===== src/design/secp256k1_pkg.sv =====
// secp256k1 field definitions
`default_nettype none

package secp256k1_pkg;

  // Field element or operand
  typedef logic [255:0] fe_t;
  // Full double-width product
  typedef logic [511:0] prod_t;
  // One operand half
  typedef logic [127:0] half_t;
  // Sum of two halves, one carry bit wider
  typedef logic [128:0] sum_t;

  // Field prime p = 2^256 - 2^32 - 977
  localparam fe_t P_MOD =
    256'hFFFFFFFF_FFFFFFFF_FFFFFFFF_FFFFFFFF_FFFFFFFF_FFFFFFFF_FFFFFFFE_FFFFFC2F;

  // 2^256 mod p, used to fold the high half back in
  localparam logic [32:0] FOLD_C = 33'h1_000003D1;

  // Reducer FSM states
  typedef enum logic [1:0] {
    RED_IDLE,
    RED_FOLD,
    RED_SUB,
    RED_HOLD
  } red_state_t;

endpackage

`default_nettype wire


===== src/design/if_prod_stream.sv =====
// Product stream interface
`default_nettype none

interface if_prod_stream import secp256k1_pkg::*; #(
  parameter int CTL_BITS = 8
) (
  input wire i_clk
);

  // Payload
  prod_t               dat;
  logic [CTL_BITS-1:0] ctl;
  logic                err;

  // Handshake, transfer when both are high on a rising edge
  logic                val;
  logic                rdy;

  // Upstream side drives payload and valid
  modport src (
    input  i_clk,
    output dat, ctl, err, val,
    input  rdy
  );

  // Downstream side drives ready
  modport snk (
    input  i_clk,
    input  dat, ctl, err, val,
    output rdy
  );

endinterface

`default_nettype wire


===== src/design/prod_fifo.sv =====
// Product buffer FIFO
`default_nettype none

module prod_fifo import secp256k1_pkg::*; #(
  parameter int CTL_BITS   = 8,
  parameter int FIFO_DEPTH = 4
) (
  input wire         i_clk,
  input wire         i_rst,
  if_prod_stream.snk i_wr,
  if_prod_stream.src o_rd
);

  localparam int AW = $clog2(FIFO_DEPTH);

  // Extra MSB tells full from empty
  typedef logic [AW:0] ptr_t;

  prod_t               dat_mem [FIFO_DEPTH];
  logic [CTL_BITS-1:0] ctl_mem [FIFO_DEPTH];
  logic                err_mem [FIFO_DEPTH];

  ptr_t wr_ptr, rd_ptr;
  logic full, empty;
  logic wr_en, rd_en;

  always_comb begin
    empty = (wr_ptr == rd_ptr);
    // Same slot, different lap
    full  = (wr_ptr[AW] != rd_ptr[AW]) && (wr_ptr[AW-1:0] == rd_ptr[AW-1:0]);
    i_wr.rdy   = !full;
    o_rd.val   = !empty;
    // Head entry is read straight out of the array
    o_rd.dat   = dat_mem[rd_ptr[AW-1:0]];
    o_rd.ctl   = ctl_mem[rd_ptr[AW-1:0]];
    o_rd.err   = err_mem[rd_ptr[AW-1:0]];
    wr_en      = i_wr.val && i_wr.rdy;
    rd_en      = o_rd.val && o_rd.rdy;
  end

  // Storage
  always_ff @(posedge i_clk) begin
    if (wr_en) begin
      dat_mem[wr_ptr[AW-1:0]] <= i_wr.dat;
      ctl_mem[wr_ptr[AW-1:0]] <= i_wr.ctl;
      err_mem[wr_ptr[AW-1:0]] <= i_wr.err;
    end
  end

  // Pointers wrap naturally at 2*depth
  always_ff @(posedge i_clk) begin
    if (i_rst) begin
      wr_ptr <= '0;
      rd_ptr <= '0;
    end else begin
      if (wr_en) wr_ptr <= wr_ptr + 1'b1;
      if (rd_en) rd_ptr <= rd_ptr + 1'b1;
    end
  end

  // Occupancy never passes the depth, so no write lands on a full buffer
  a_no_overflow: assert property (
    @(posedge i_clk) disable iff (i_rst)
    ptr_t'(wr_ptr - rd_ptr) <= FIFO_DEPTH
  );

  // Sink ready on an empty buffer must not pop anything
  a_no_underflow: assert property (
    @(posedge i_clk) disable iff (i_rst)
    o_rd.rdy && !o_rd.val |=> rd_ptr == $past(rd_ptr)
  );

endmodule

`default_nettype wire


===== src/flat_wrapper.sv =====
// flat-port wrapper written by rule: the top's interface ports become plain ports
module prod_fifo_flat import secp256k1_pkg::*;
#(
  parameter int CTL_BITS   = 8,
  parameter int FIFO_DEPTH = 4
)
  (i_clk, i_rst, i_wr_dat, i_wr_ctl, i_wr_err, i_wr_val, i_wr_rdy, o_rd_dat, o_rd_ctl, o_rd_err, o_rd_val, o_rd_rdy);
  if_prod_stream #(.CTL_BITS(CTL_BITS)) i_wr_i (.i_clk(i_clk));
  if_prod_stream #(.CTL_BITS(CTL_BITS)) o_rd_i (.i_clk(i_clk));
  input wire i_clk;
  input wire i_rst;
  input wire logic [$bits(i_wr_i.dat)-1:0] i_wr_dat;
  input wire logic [$bits(i_wr_i.ctl)-1:0] i_wr_ctl;
  input wire logic [$bits(i_wr_i.err)-1:0] i_wr_err;
  input wire logic [$bits(i_wr_i.val)-1:0] i_wr_val;
  output wire logic [$bits(i_wr_i.rdy)-1:0] i_wr_rdy;
  output wire logic [$bits(o_rd_i.dat)-1:0] o_rd_dat;
  output wire logic [$bits(o_rd_i.ctl)-1:0] o_rd_ctl;
  output wire logic [$bits(o_rd_i.err)-1:0] o_rd_err;
  output wire logic [$bits(o_rd_i.val)-1:0] o_rd_val;
  input wire logic [$bits(o_rd_i.rdy)-1:0] o_rd_rdy;
  assign i_wr_i.dat = i_wr_dat;
  assign i_wr_i.ctl = i_wr_ctl;
  assign i_wr_i.err = i_wr_err;
  assign i_wr_i.val = i_wr_val;
  assign i_wr_rdy = i_wr_i.rdy;
  assign o_rd_dat = o_rd_i.dat;
  assign o_rd_ctl = o_rd_i.ctl;
  assign o_rd_err = o_rd_i.err;
  assign o_rd_val = o_rd_i.val;
  assign o_rd_i.rdy = o_rd_rdy;
  prod_fifo #(.CTL_BITS(CTL_BITS), .FIFO_DEPTH(FIFO_DEPTH)) u_core (.i_clk(i_clk), .i_rst(i_rst), .i_wr(i_wr_i), .o_rd(o_rd_i));
endmodule

===== config.mk =====
export PLATFORM = sky130hd
export DESIGN_NAME = prod_fifo_flat
export DESIGN_NICKNAME = d
export VERILOG_FILES = /design/src/design/secp256k1_pkg.sv /design/src/design/if_prod_stream.sv /design/src/design/prod_fifo.sv /design/src/flat_wrapper.sv
export SDC_FILE = /design/constraint.sdc
export NUM_CORES = 1
export LEC_CHECK = 0
export ABC_CLOCK_PERIOD_IN_PS = 35400
export BUFFER_PORTS_ARGS = -buffer_cell sky130_fd_sc_hd__buf_2
export CORE_AREA = 2 2 412 414
export DETAILED_ROUTE_END_ITERATION = 10
export DIE_AREA = 0 0 414 416
export PLACE_DENSITY = 0.68
export SLEW_MARGIN = 30
export SYNTH_ARGS = -nofsm -noshare
export SYNTH_HDL_FRONTEND = slang
export SYNTH_SLANG_ARGS = --single-unit

===== constraint.sdc =====
create_clock -name i_clk -period 35.4 [get_ports i_clk]
set_input_delay 7.08 -clock i_clk [delete_from_list [all_inputs] [get_ports i_clk]]
set_output_delay 7.08 -clock i_clk [all_outputs]
set_load 0.03 [all_outputs]

Yosys cells after proc, flatten, opt, wreduce, memory -nomap -nowiden --
Memory sizes are Yosys's and may differ from the RTL's. A register that Yosys moved wholly into a read port is not among the register bits. Cells that the tools add are included.
Word-level totals: bits in writable memories 2084, memories 3, register bits after elaboration 6, input port bits 525, word-level logic and storage cells 23, output and inout port bits 523
Cells by class: muxes and demuxes 8, eq/ne operators 3, $add $sub $neg 2, reductions and logical operators 5
Memory list:
- u_core.dat_mem | words 4, bits a word 512, read ports 1, clocked after Yosys merged registers in 1, write ports 1, RTL line prod_fifo.sv:19 | prod_t dat_mem [FIFO_DEPTH];
- u_core.ctl_mem | words 4, bits a word 8, read ports 1, clocked after Yosys merged registers in 1, write ports 1, RTL line prod_fifo.sv:20 | logic [CTL_BITS-1:0] ctl_mem [FIFO_DEPTH];
- u_core.err_mem | words 4, bits a word 1, read ports 1, clocked after Yosys merged registers in 1, write ports 1, RTL line prod_fifo.sv:21 | logic err_mem [FIFO_DEPTH];
Operators with widths (number):
- 2-bit two-way mux | 6
- 3-bit by 1-bit adder with 3-bit output, second input constant | 2
- 3-bit == test | 1
- 1-bit logical AND | 3
- 2-bit == test | 1
- 1-bit logical NOT | 2
- 1-bit two-way mux | 2
- 1-bit != test | 1

Depth between registers and ports, before layout --
Gate-level depths: netlist (run 1).
word-level depth 6, depth in mapped cells 5, mapped depth without buffers 4

Least setup slack after synthesis (run 1) --
No wires, ideal clock.
path type input -> register, from input port i_wr_val, to memory u_core.ctl_mem[3][0], enable pin, setup slack 1.644 ns, required time 33.816 ns, path buffers 0, arrival 32.172 ns, library setup time 1.584 ns, stages on the path 2, cell sequence nand2_1 -> a21oi_1
Between the ends: word-level cells in the longest chain between the ends 3
RTL lines:
- start: declaration | RTL line flat_wrapper.sv:15 | input wire logic [$bits(i_wr_i.val)-1:0] i_wr_val;
- 1-bit logical AND | RTL line prod_fifo.sv:37 | wr_en = i_wr.val && i_wr.rdy;
- 1-bit two-way mux | RTL line prod_fifo.sv:43 | if (wr_en) begin
- 1-bit two-way mux (not written as such) | RTL line prod_fifo.sv:45 | ctl_mem[wr_ptr[AW-1:0]] <= i_wr.ctl;
- end: declaration | RTL line prod_fifo.sv:20
Every way passes these cells.

==> metrics.md, run 1 <==
| Metric | Value |
|---|---|
| DRT antenna net count | `0` |
| Max incr delay on CP | `0.80 ns` |
| Vias/cell | `5.46` |
| Share of the synthesized area in the top cell type | `0.826` |
| Synth area leader | `edfxtp_1` |
| CTS tree | `yes` |
| Clock buffer depth | `3` |
| Gr ovfl total | `0` |
| Hold-fix buffers, CTS | `0` |
| CP Data Required Time | `28.32 ns` |
| Layout cells sized above 1 | `0.457` |
| Yosys reg bits | `2092` |
| FP Rows | `151` |
| GRT Util Overall | `0.194` |
| Fin. Hold Viols | `0` |
| Post-CTS Setup Bufs | `0` |
| Initial antenna violation count | `88` |
| Clock-pin slew on the worst setup and hold paths | `0.06 ns` |
| Fmax | `74.5 MHz` |
| Largest net degree at the start of global routing | `144` |
| Die H | `416 um` |
| Post-CTS resize count | `0` |
| Clk Latency, worst-skew pair | `0.84 ns` |
| Mean area per synthesized cell | `27.2 sq um` |
| Post-synth top cells | `edfxtp_1, mux4_2, buf_2` |
| DIE AREA | `172000 sq um` |
| Unrepaired setup endpoints after global routing | `false` |
| Maximum VDD drop | `0.0692 mV` |
| Synth cell types | `25` |
| Tcrit/Tclk final | `0.379` |
| Post-layout worst setup margin | `21.97 ns` |
| Tmin final | `13.43 ns` |
| Buf/Inv on CP | `6` |
| Sequential-to-total area share from yosys stat | `0.828` |
| Outcome | `finished clean` |
| Routed Wire Length | `170000 um` |
| CP Max Fanout | `102` |
| Max-capacitance violation count | `0` |
| Synth top area cells | `edfxtp_1, mux4_2, buf_6, buf_2, dfxtp_1` |
| Critical Path Slowest Stage Cell | `buf_4` |
| Worst-margin pin slew | `1.09 ns` |
| Cell leakage power | `29.7 nW` |
| Number of buffers created by CTS | `202` |
| Max_slew headroom | `0.276` |
| Core box area | `168000 sq um` |
| Detailed-router iteration count before antenna repair | `5` |
| DR WL/cell | `26.5 um` |
| Fillers | `12.7k` |
| HPWL Detailed | `108000 um` |
| Port bufs | `1047` |
| CP top delay family | `buffers and inverters` |
| GP Congestion | `0.832` |
| Syn nets | `3320` |
| Cell Pwr Density | `85.4 nW/um^2` |
| Final-report setup violation count | `0` |
| Clock Skew | `0.0431 ns` |
| IO Count | `1048` |
| Critical path data arrival time | `6.35 ns` |
| Root buf cell | `clkbuf_16` |
| Worst reg-to-reg path cell count | `7` |
| Stages on worst setup path | `7` |
| Startpoint Class | `flop` |
| Min-delay worst type | `reg2reg` |
| Final Max Slew Viols | `0` |
| Worst-path cell chain | `buf_12, buf_4, buf_4, buf_4, buf_4, mux4_2, buf_2` |
| Routed via count | `34.9k` |
| Initial DRC Count | `2938` |
| CP dominant cell by count | `buf_4` |
| Synth warn | `0` |
| Initial Util | `0.451` |
| Post-synthesis cell count | `2790` |
| Critical path class | `reg2out` |
| Setup TNS Final | `0 ns` |
| DRC Markers | `0` |
| Die width | `414 um` |
| Global-route wire length before repair | `245000 um` |
| Post-synth EDFFs | `2084` |
| Syn-to-layout area delta | `18.9%` |
| Nets | `4502` |
| Hold depth | `2` |
| Dominant synthesized flop cell | `edfxtp_1` |
| Setup crit end kind | `output pin` |
| Asr flop ratio synth | `0` |
| H-tree levels | `4` |
| Most frequent cell after synthesis | `edfxtp_1` |
| Cell Area, Synth | `75800 sq um` |
| Number of global-route vias before repair | `35.6k` |
| Clk sinks | `2092` |
| Setup WS pre-CTS | `22.52 ns` |
[report_power, final]
part	internal (mW)	switching, mW
Sequential	3.15	0.0911
Combinational	0.794	1.57
Clock	1.19	0.897
Total	5.13	2.56
[cell type report]
class,count,area (sq um),area share
antenna,35,87.6,0.000972
clock buffer,261,5340,0.0593
clock inverter,112,1120,0.0125
inverter,4,15.0,0.000167
multi-input combinational,576,12100,0.135
sequential,2092,62700,0.697
tap,2218,2780,0.0308
timing repair buffer,1096,5860,0.0650
[per-layer routing]
metal  global-route usage  part of all wire  up-vias
li1                     -                 -    14657
met1                0.236              0.37    18438
met2                0.326              0.51     1433
met3               0.0647             0.088      361
met4               0.0664             0.031       44
met5                    0            0.0017        -
[tightest hold or removal path, delay by kind of cell (launching register included)]
kind | cells | cell delay [ns]
compound gates | 1 | 0.07
flops | 1 | 0.35
simple gates | 1 | 0.07
[path summary, 6_finish.rpt]
| kind | slack (ns) | to | start |
|---|---|---|---|
| max | 21.97 | o_rd_dat[142] | flop |
| min | 0.55 | u_core.wr_ptr[2] | u_core.wr_ptr[2] |
| min reg2reg | 0.55 | u_core.wr_ptr[2] | u_core.wr_ptr[2] |
| max reg2reg | 30.77 | u_core.dat_mem[0][299] | u_core.wr_ptr[1] |
[logic make-up after synthesis]
logic type                 count (synthesis)  share of synthesized area
muxes                                    521                      0.155
DFF                                     2092                      0.828
AOI/OAI and AO/OA                         16                    0.00137
adders and majority gates                  5                   0.000826
buffers and inverters                    122                     0.0123
xor gates and xnor gates                   6                   0.000694
and+or+nand+nor                           28                    0.00206
[stage by stage]
step / std cells / total power, mW / instance area [sq um] / utilization / hold slack [ns]
after floorplan: 2790 / 5.20 / 75800 / - / 0.502
after global placement: 5980 / 5.67 / 83300 / 0.496 / 0.524
after detailed placement: 5982 / 5.69 / 83400 / 0.496 / 0.538
after CTS: 6355 / 7.78 / 89900 / 0.534 / 0.547
after global routing: 6377 / 7.97 / 90000 / 0.535 / 0.598
final: 6394 / 7.69 / 90100 / 0.536 / 0.548
[registers in the layout, summed over array words and instances (netlist names), named ones only]
name            cells
u_core.ctl_mem     32
u_core.err_mem      4
u_core.wr_ptr       3
u_core.rd_ptr       3
u_core.dat_mem   2048
[cell usage in the layout (no fill, tap or decap), drive strengths merged, types with 2 or more instances in the layout]
| cell | n |
|---|---|
| a211o | 2 |
| a21oi | 3 |
| a31oi | 3 |
| a41oi | 2 |
| and2 | 3 |
| buf | 1096 |
| bufinv | 16 |
| clkbuf | 261 |
| clkinv | 85 |
| clkinvlp | 5 |
| dfxtp | 8 |
| diode | 35 |
| edfxtp | 2084 |
| ha | 5 |
| inv | 10 |
| mux4 | 521 |
| nand2 | 6 |
| nand3 | 6 |
| nand4 | 4 |
| nor2b | 2 |
| nor3b | 4 |
| o211ai | 2 |
| o21ai | 4 |
| xnor2 | 3 |
| xor2 | 3 |
Power figures use the tool's default switching activity.
==> run 2: changes to the inputs <==
- ABC_CLOCK_PERIOD_IN_PS: 35400 -> 13700
- CORE_AREA: 2 2 412 414 -> 2 2 409 411
- DIE_AREA: 0 0 414 416 -> 0 0 411 413
- PLACE_DENSITY: 0.68 -> 0.66
- clock period: 35.4 -> 13.7 ns (I/O delays scaled with it)
==> run 2 against run 1 <==
Worst setup slack worse by 15 ns. Sequential share of layout area increased by 0.092 points. Sequential power increased to 2.6 times the previous value. Global-route usage fell by 0.33 points. Total power grew to 2.6 times the previous value. Cell area decreased by 0.13%. Hold slack got worse by 0.0075 ns. Sequential cell count did not move. First-iteration DRC count down 3.9%. Final cell count down 0.33%. Clock power grew to 2.6 times the previous value. Critical path type unchanged. Critical endpoint is now o_rd_dat[101]. Largest power group unchanged.
==> metrics.md, run 2 (synthesis results as in run 1) <==
| Metric | Value |
|---|---|
| H-tree levels | `4` |
| Cell leakage power | `29.6 nW` |
| DR WL/cell | `26.1 um` |
| Sw Share | `0.331` |
| Clk Latency, worst-skew pair | `0.84 ns` |
| Setup crit end kind | `output pin` |
| Layout cells sized above 1 | `0.457` |
| Post-CTS Setup Bufs | `0` |
| Initial Util | `0.457` |
| Maximum VDD drop | `0.204 mV` |
| Number of buffers created by CTS | `202` |
| Global-route wire length before repair | `235000 um` |
| Number of global-route vias before repair | `34.9k` |
| Clock-pin slew on the worst setup and hold paths | `0.06 ns` |
| Critical path data arrival time | `4.07 ns` |
| Initial DRC Count | `2824` |
| Critical path class | `reg2out` |
| Setup TNS Final | `0 ns` |
| Worst Hold End | `u_core.rd_ptr[2]` |
| Fin. Hold Viols | `0` |
| Internal reg-to-reg setup slack | `9.76 ns` |
| Sequential share of power | `0.424` |
| HPWL Detailed | `105000 um` |
| CP dominant cell by count | `buf_4` |
| Largest net degree at the start of global routing | `148` |
| Routed Wire Length | `166000 um` |
| IO Count | `1048` |
| FP Rows | `150` |
| Max_slew headroom | `0.250` |
| Buf/Inv on CP | `3` |
| Fillers | `12.4k` |
| Vias/cell | `5.39` |
| Routed via count | `34.4k` |
| Gr ovfl total | `0` |
| Int Pwr | `13.2 mW` |
| Design area | `90000 sq um` |
| DRC Markers | `0` |
| Die width | `411 um` |
| Clk sinks | `2092` |
| Outcome | `finished clean` |
| Unrepaired setup endpoints after global routing | `false` |
| Post-CTS resize count | `0` |
| Hold depth | `2` |
| Tcrit/Tclk final | `0.497` |
| Reg-to-reg startpoint | `u_core.wr_ptr[0]` |
| Worst reg-to-reg path cell count | `5` |
| Critical Path Slowest Stage Cell | `buf_4` |
| Min-delay worst type | `reg2reg` |
| Hold-fix buffers, CTS | `0` |
| Detailed-router iteration count before antenna repair | `7` |
| Root buf cell | `clkbuf_16` |
| GRT Util Overall | `0.191` |
| Placed inst area | `83400 sq um` |
| CP Max Fanout | `43` |
| DIE AREA | `170000 sq um` |
| Total power | `19.7 mW` |
| Initial antenna violation count | `126` |
| Nets | `4493` |
| Clock buffer depth | `3` |
| Reg2reg end | `u_core.dat_mem[0][155]` |
| Max FFs per register | `2048` |
| Final-report setup violation count | `0` |
| GP Congestion | `0.793` |
| DRT antenna net count | `0` |
| Commonest non-fill, non-tap cell in the layout | `edfxtp_1` |
| Max incr delay on CP | `0.81 ns` |
| CTS tree | `yes` |
| Port bufs | `1047` |
| Post-layout worst setup margin | `6.89 ns` |
| NetSw | `6.53 mW` |
| Startpoint Class | `flop` |
| Register area | `62700 sq um` |
| Die H | `413 um` |
| CP Data Required Time | `10.96 ns` |
| Setup WS pre-CTS | `7.39 ns` |
| Worst-margin pin slew | `1.12 ns` |
| Multi-input logic area | `12100 sq um` |
| Core box area | `166000 sq um` |
| Final Max Slew Viols | `0` |
| DP Cell Count | `5958` |
| Fmax | `147 MHz` |
| Syn-to-layout area delta | `18.7%` |
| Cell Pwr Density | `220 nW/um^2` |
| Max-capacitance violation count | `0` |
| Worst-path cell chain | `buf_4, buf_4, mux4_2, buf_2` |
| Tmin final | `6.81 ns` |
| Clock network fraction of design power | `0.269` |
| Commonest cells after routing, fill and taps aside | `edfxtp_1, buf_2, mux4_2` |
| Clock Skew | `0.0245 ns` |
| CP top delay family | `buffers and inverters` |
| Min-delay src | `u_core.rd_ptr[2]` |
| Non-filler cells, final | `6373` |
| Logic gate share of total power | `0.307` |
==> run 2: cell types whose count changed in the layout (fill, tap and decap cells not counted), sizes merged <==
| cell | delta |
|---|---|
| clkinvlp | -1 |
| diode | +8 |
| clkinv | -1 |
| bufinv | -1 |
| inv | +2 |
| buf | -9 |
| clkbuf | -5 |
==> run 2: worst max path at each step <==
| stage | startpoint | endpoint | slack (ns) | cells after the start |
|---|---|---|---|---|
| finish | flop | o_rd_dat[101] | 6.89 | 4 |
| global route | flop | o_rd_dat[101] | 6.46 | 4 |
| CTS | flop | o_rd_dat[101] | 6.62 | 4 |
| detailed placement | i_wr_val | u_core.dat_mem[2][415] | 7.39 | 6 |
| global placement | i_wr_val | u_core.dat_mem[2][360] | 7.43 | 6 |
| floorplan | i_wr_val | u_core.ctl_mem[3][0] | 1.89 | 2 |
==> run 2: through the flow <==
step | utilization | hold WS (ns)
floorplan | - | 0.502
global placement | 0.502 | 0.533
detailed placement | 0.502 | 0.535
CTS | 0.541 | 0.545
global route | 0.542 | 0.572
finish | 0.542 | 0.540
==> run 2: per-layer routing <==
layer,vias to the layer above,track usage,wire length (um)
li1,14652,-,-
met1,17961,0.222,59100
met2,1262,0.311,84200
met3,402,0.0876,17700
met4,102,0.0698,4660
met5,-,0,624
==> run 2: cell type report <==
type,instances,share of cell area
flip-flops and latches,2092,0.698
multi-input cells,576,0.135
repair buffers,1087,0.0651
clock buffers,256,0.0592
well taps,2204,0.0307
clock inverters,111,0.0114
diodes,43,0.00120
inverters,4,0.000167
==> run 2: tightest hold or removal path, stage by stage (launching register included) <==
cell,delay (ns)
dfxtp_1,0.35
nand2_1,0.07
a31oi_1,0.06
==> run 2: power by group through the flow <==
stage | clock (mW) | combinational (mW) | sequential (mW)
final | 5.32 | 6.06 | 8.37
after floorplan | 0 | 4.38 | 8.69
after detailed placement | 0 | 6.14 | 8.51
after global placement | 0 | 6.14 | 8.46
after CTS | 5.43 | 6.15 | 8.38
after global routing | 5.67 | 6.37 | 8.45
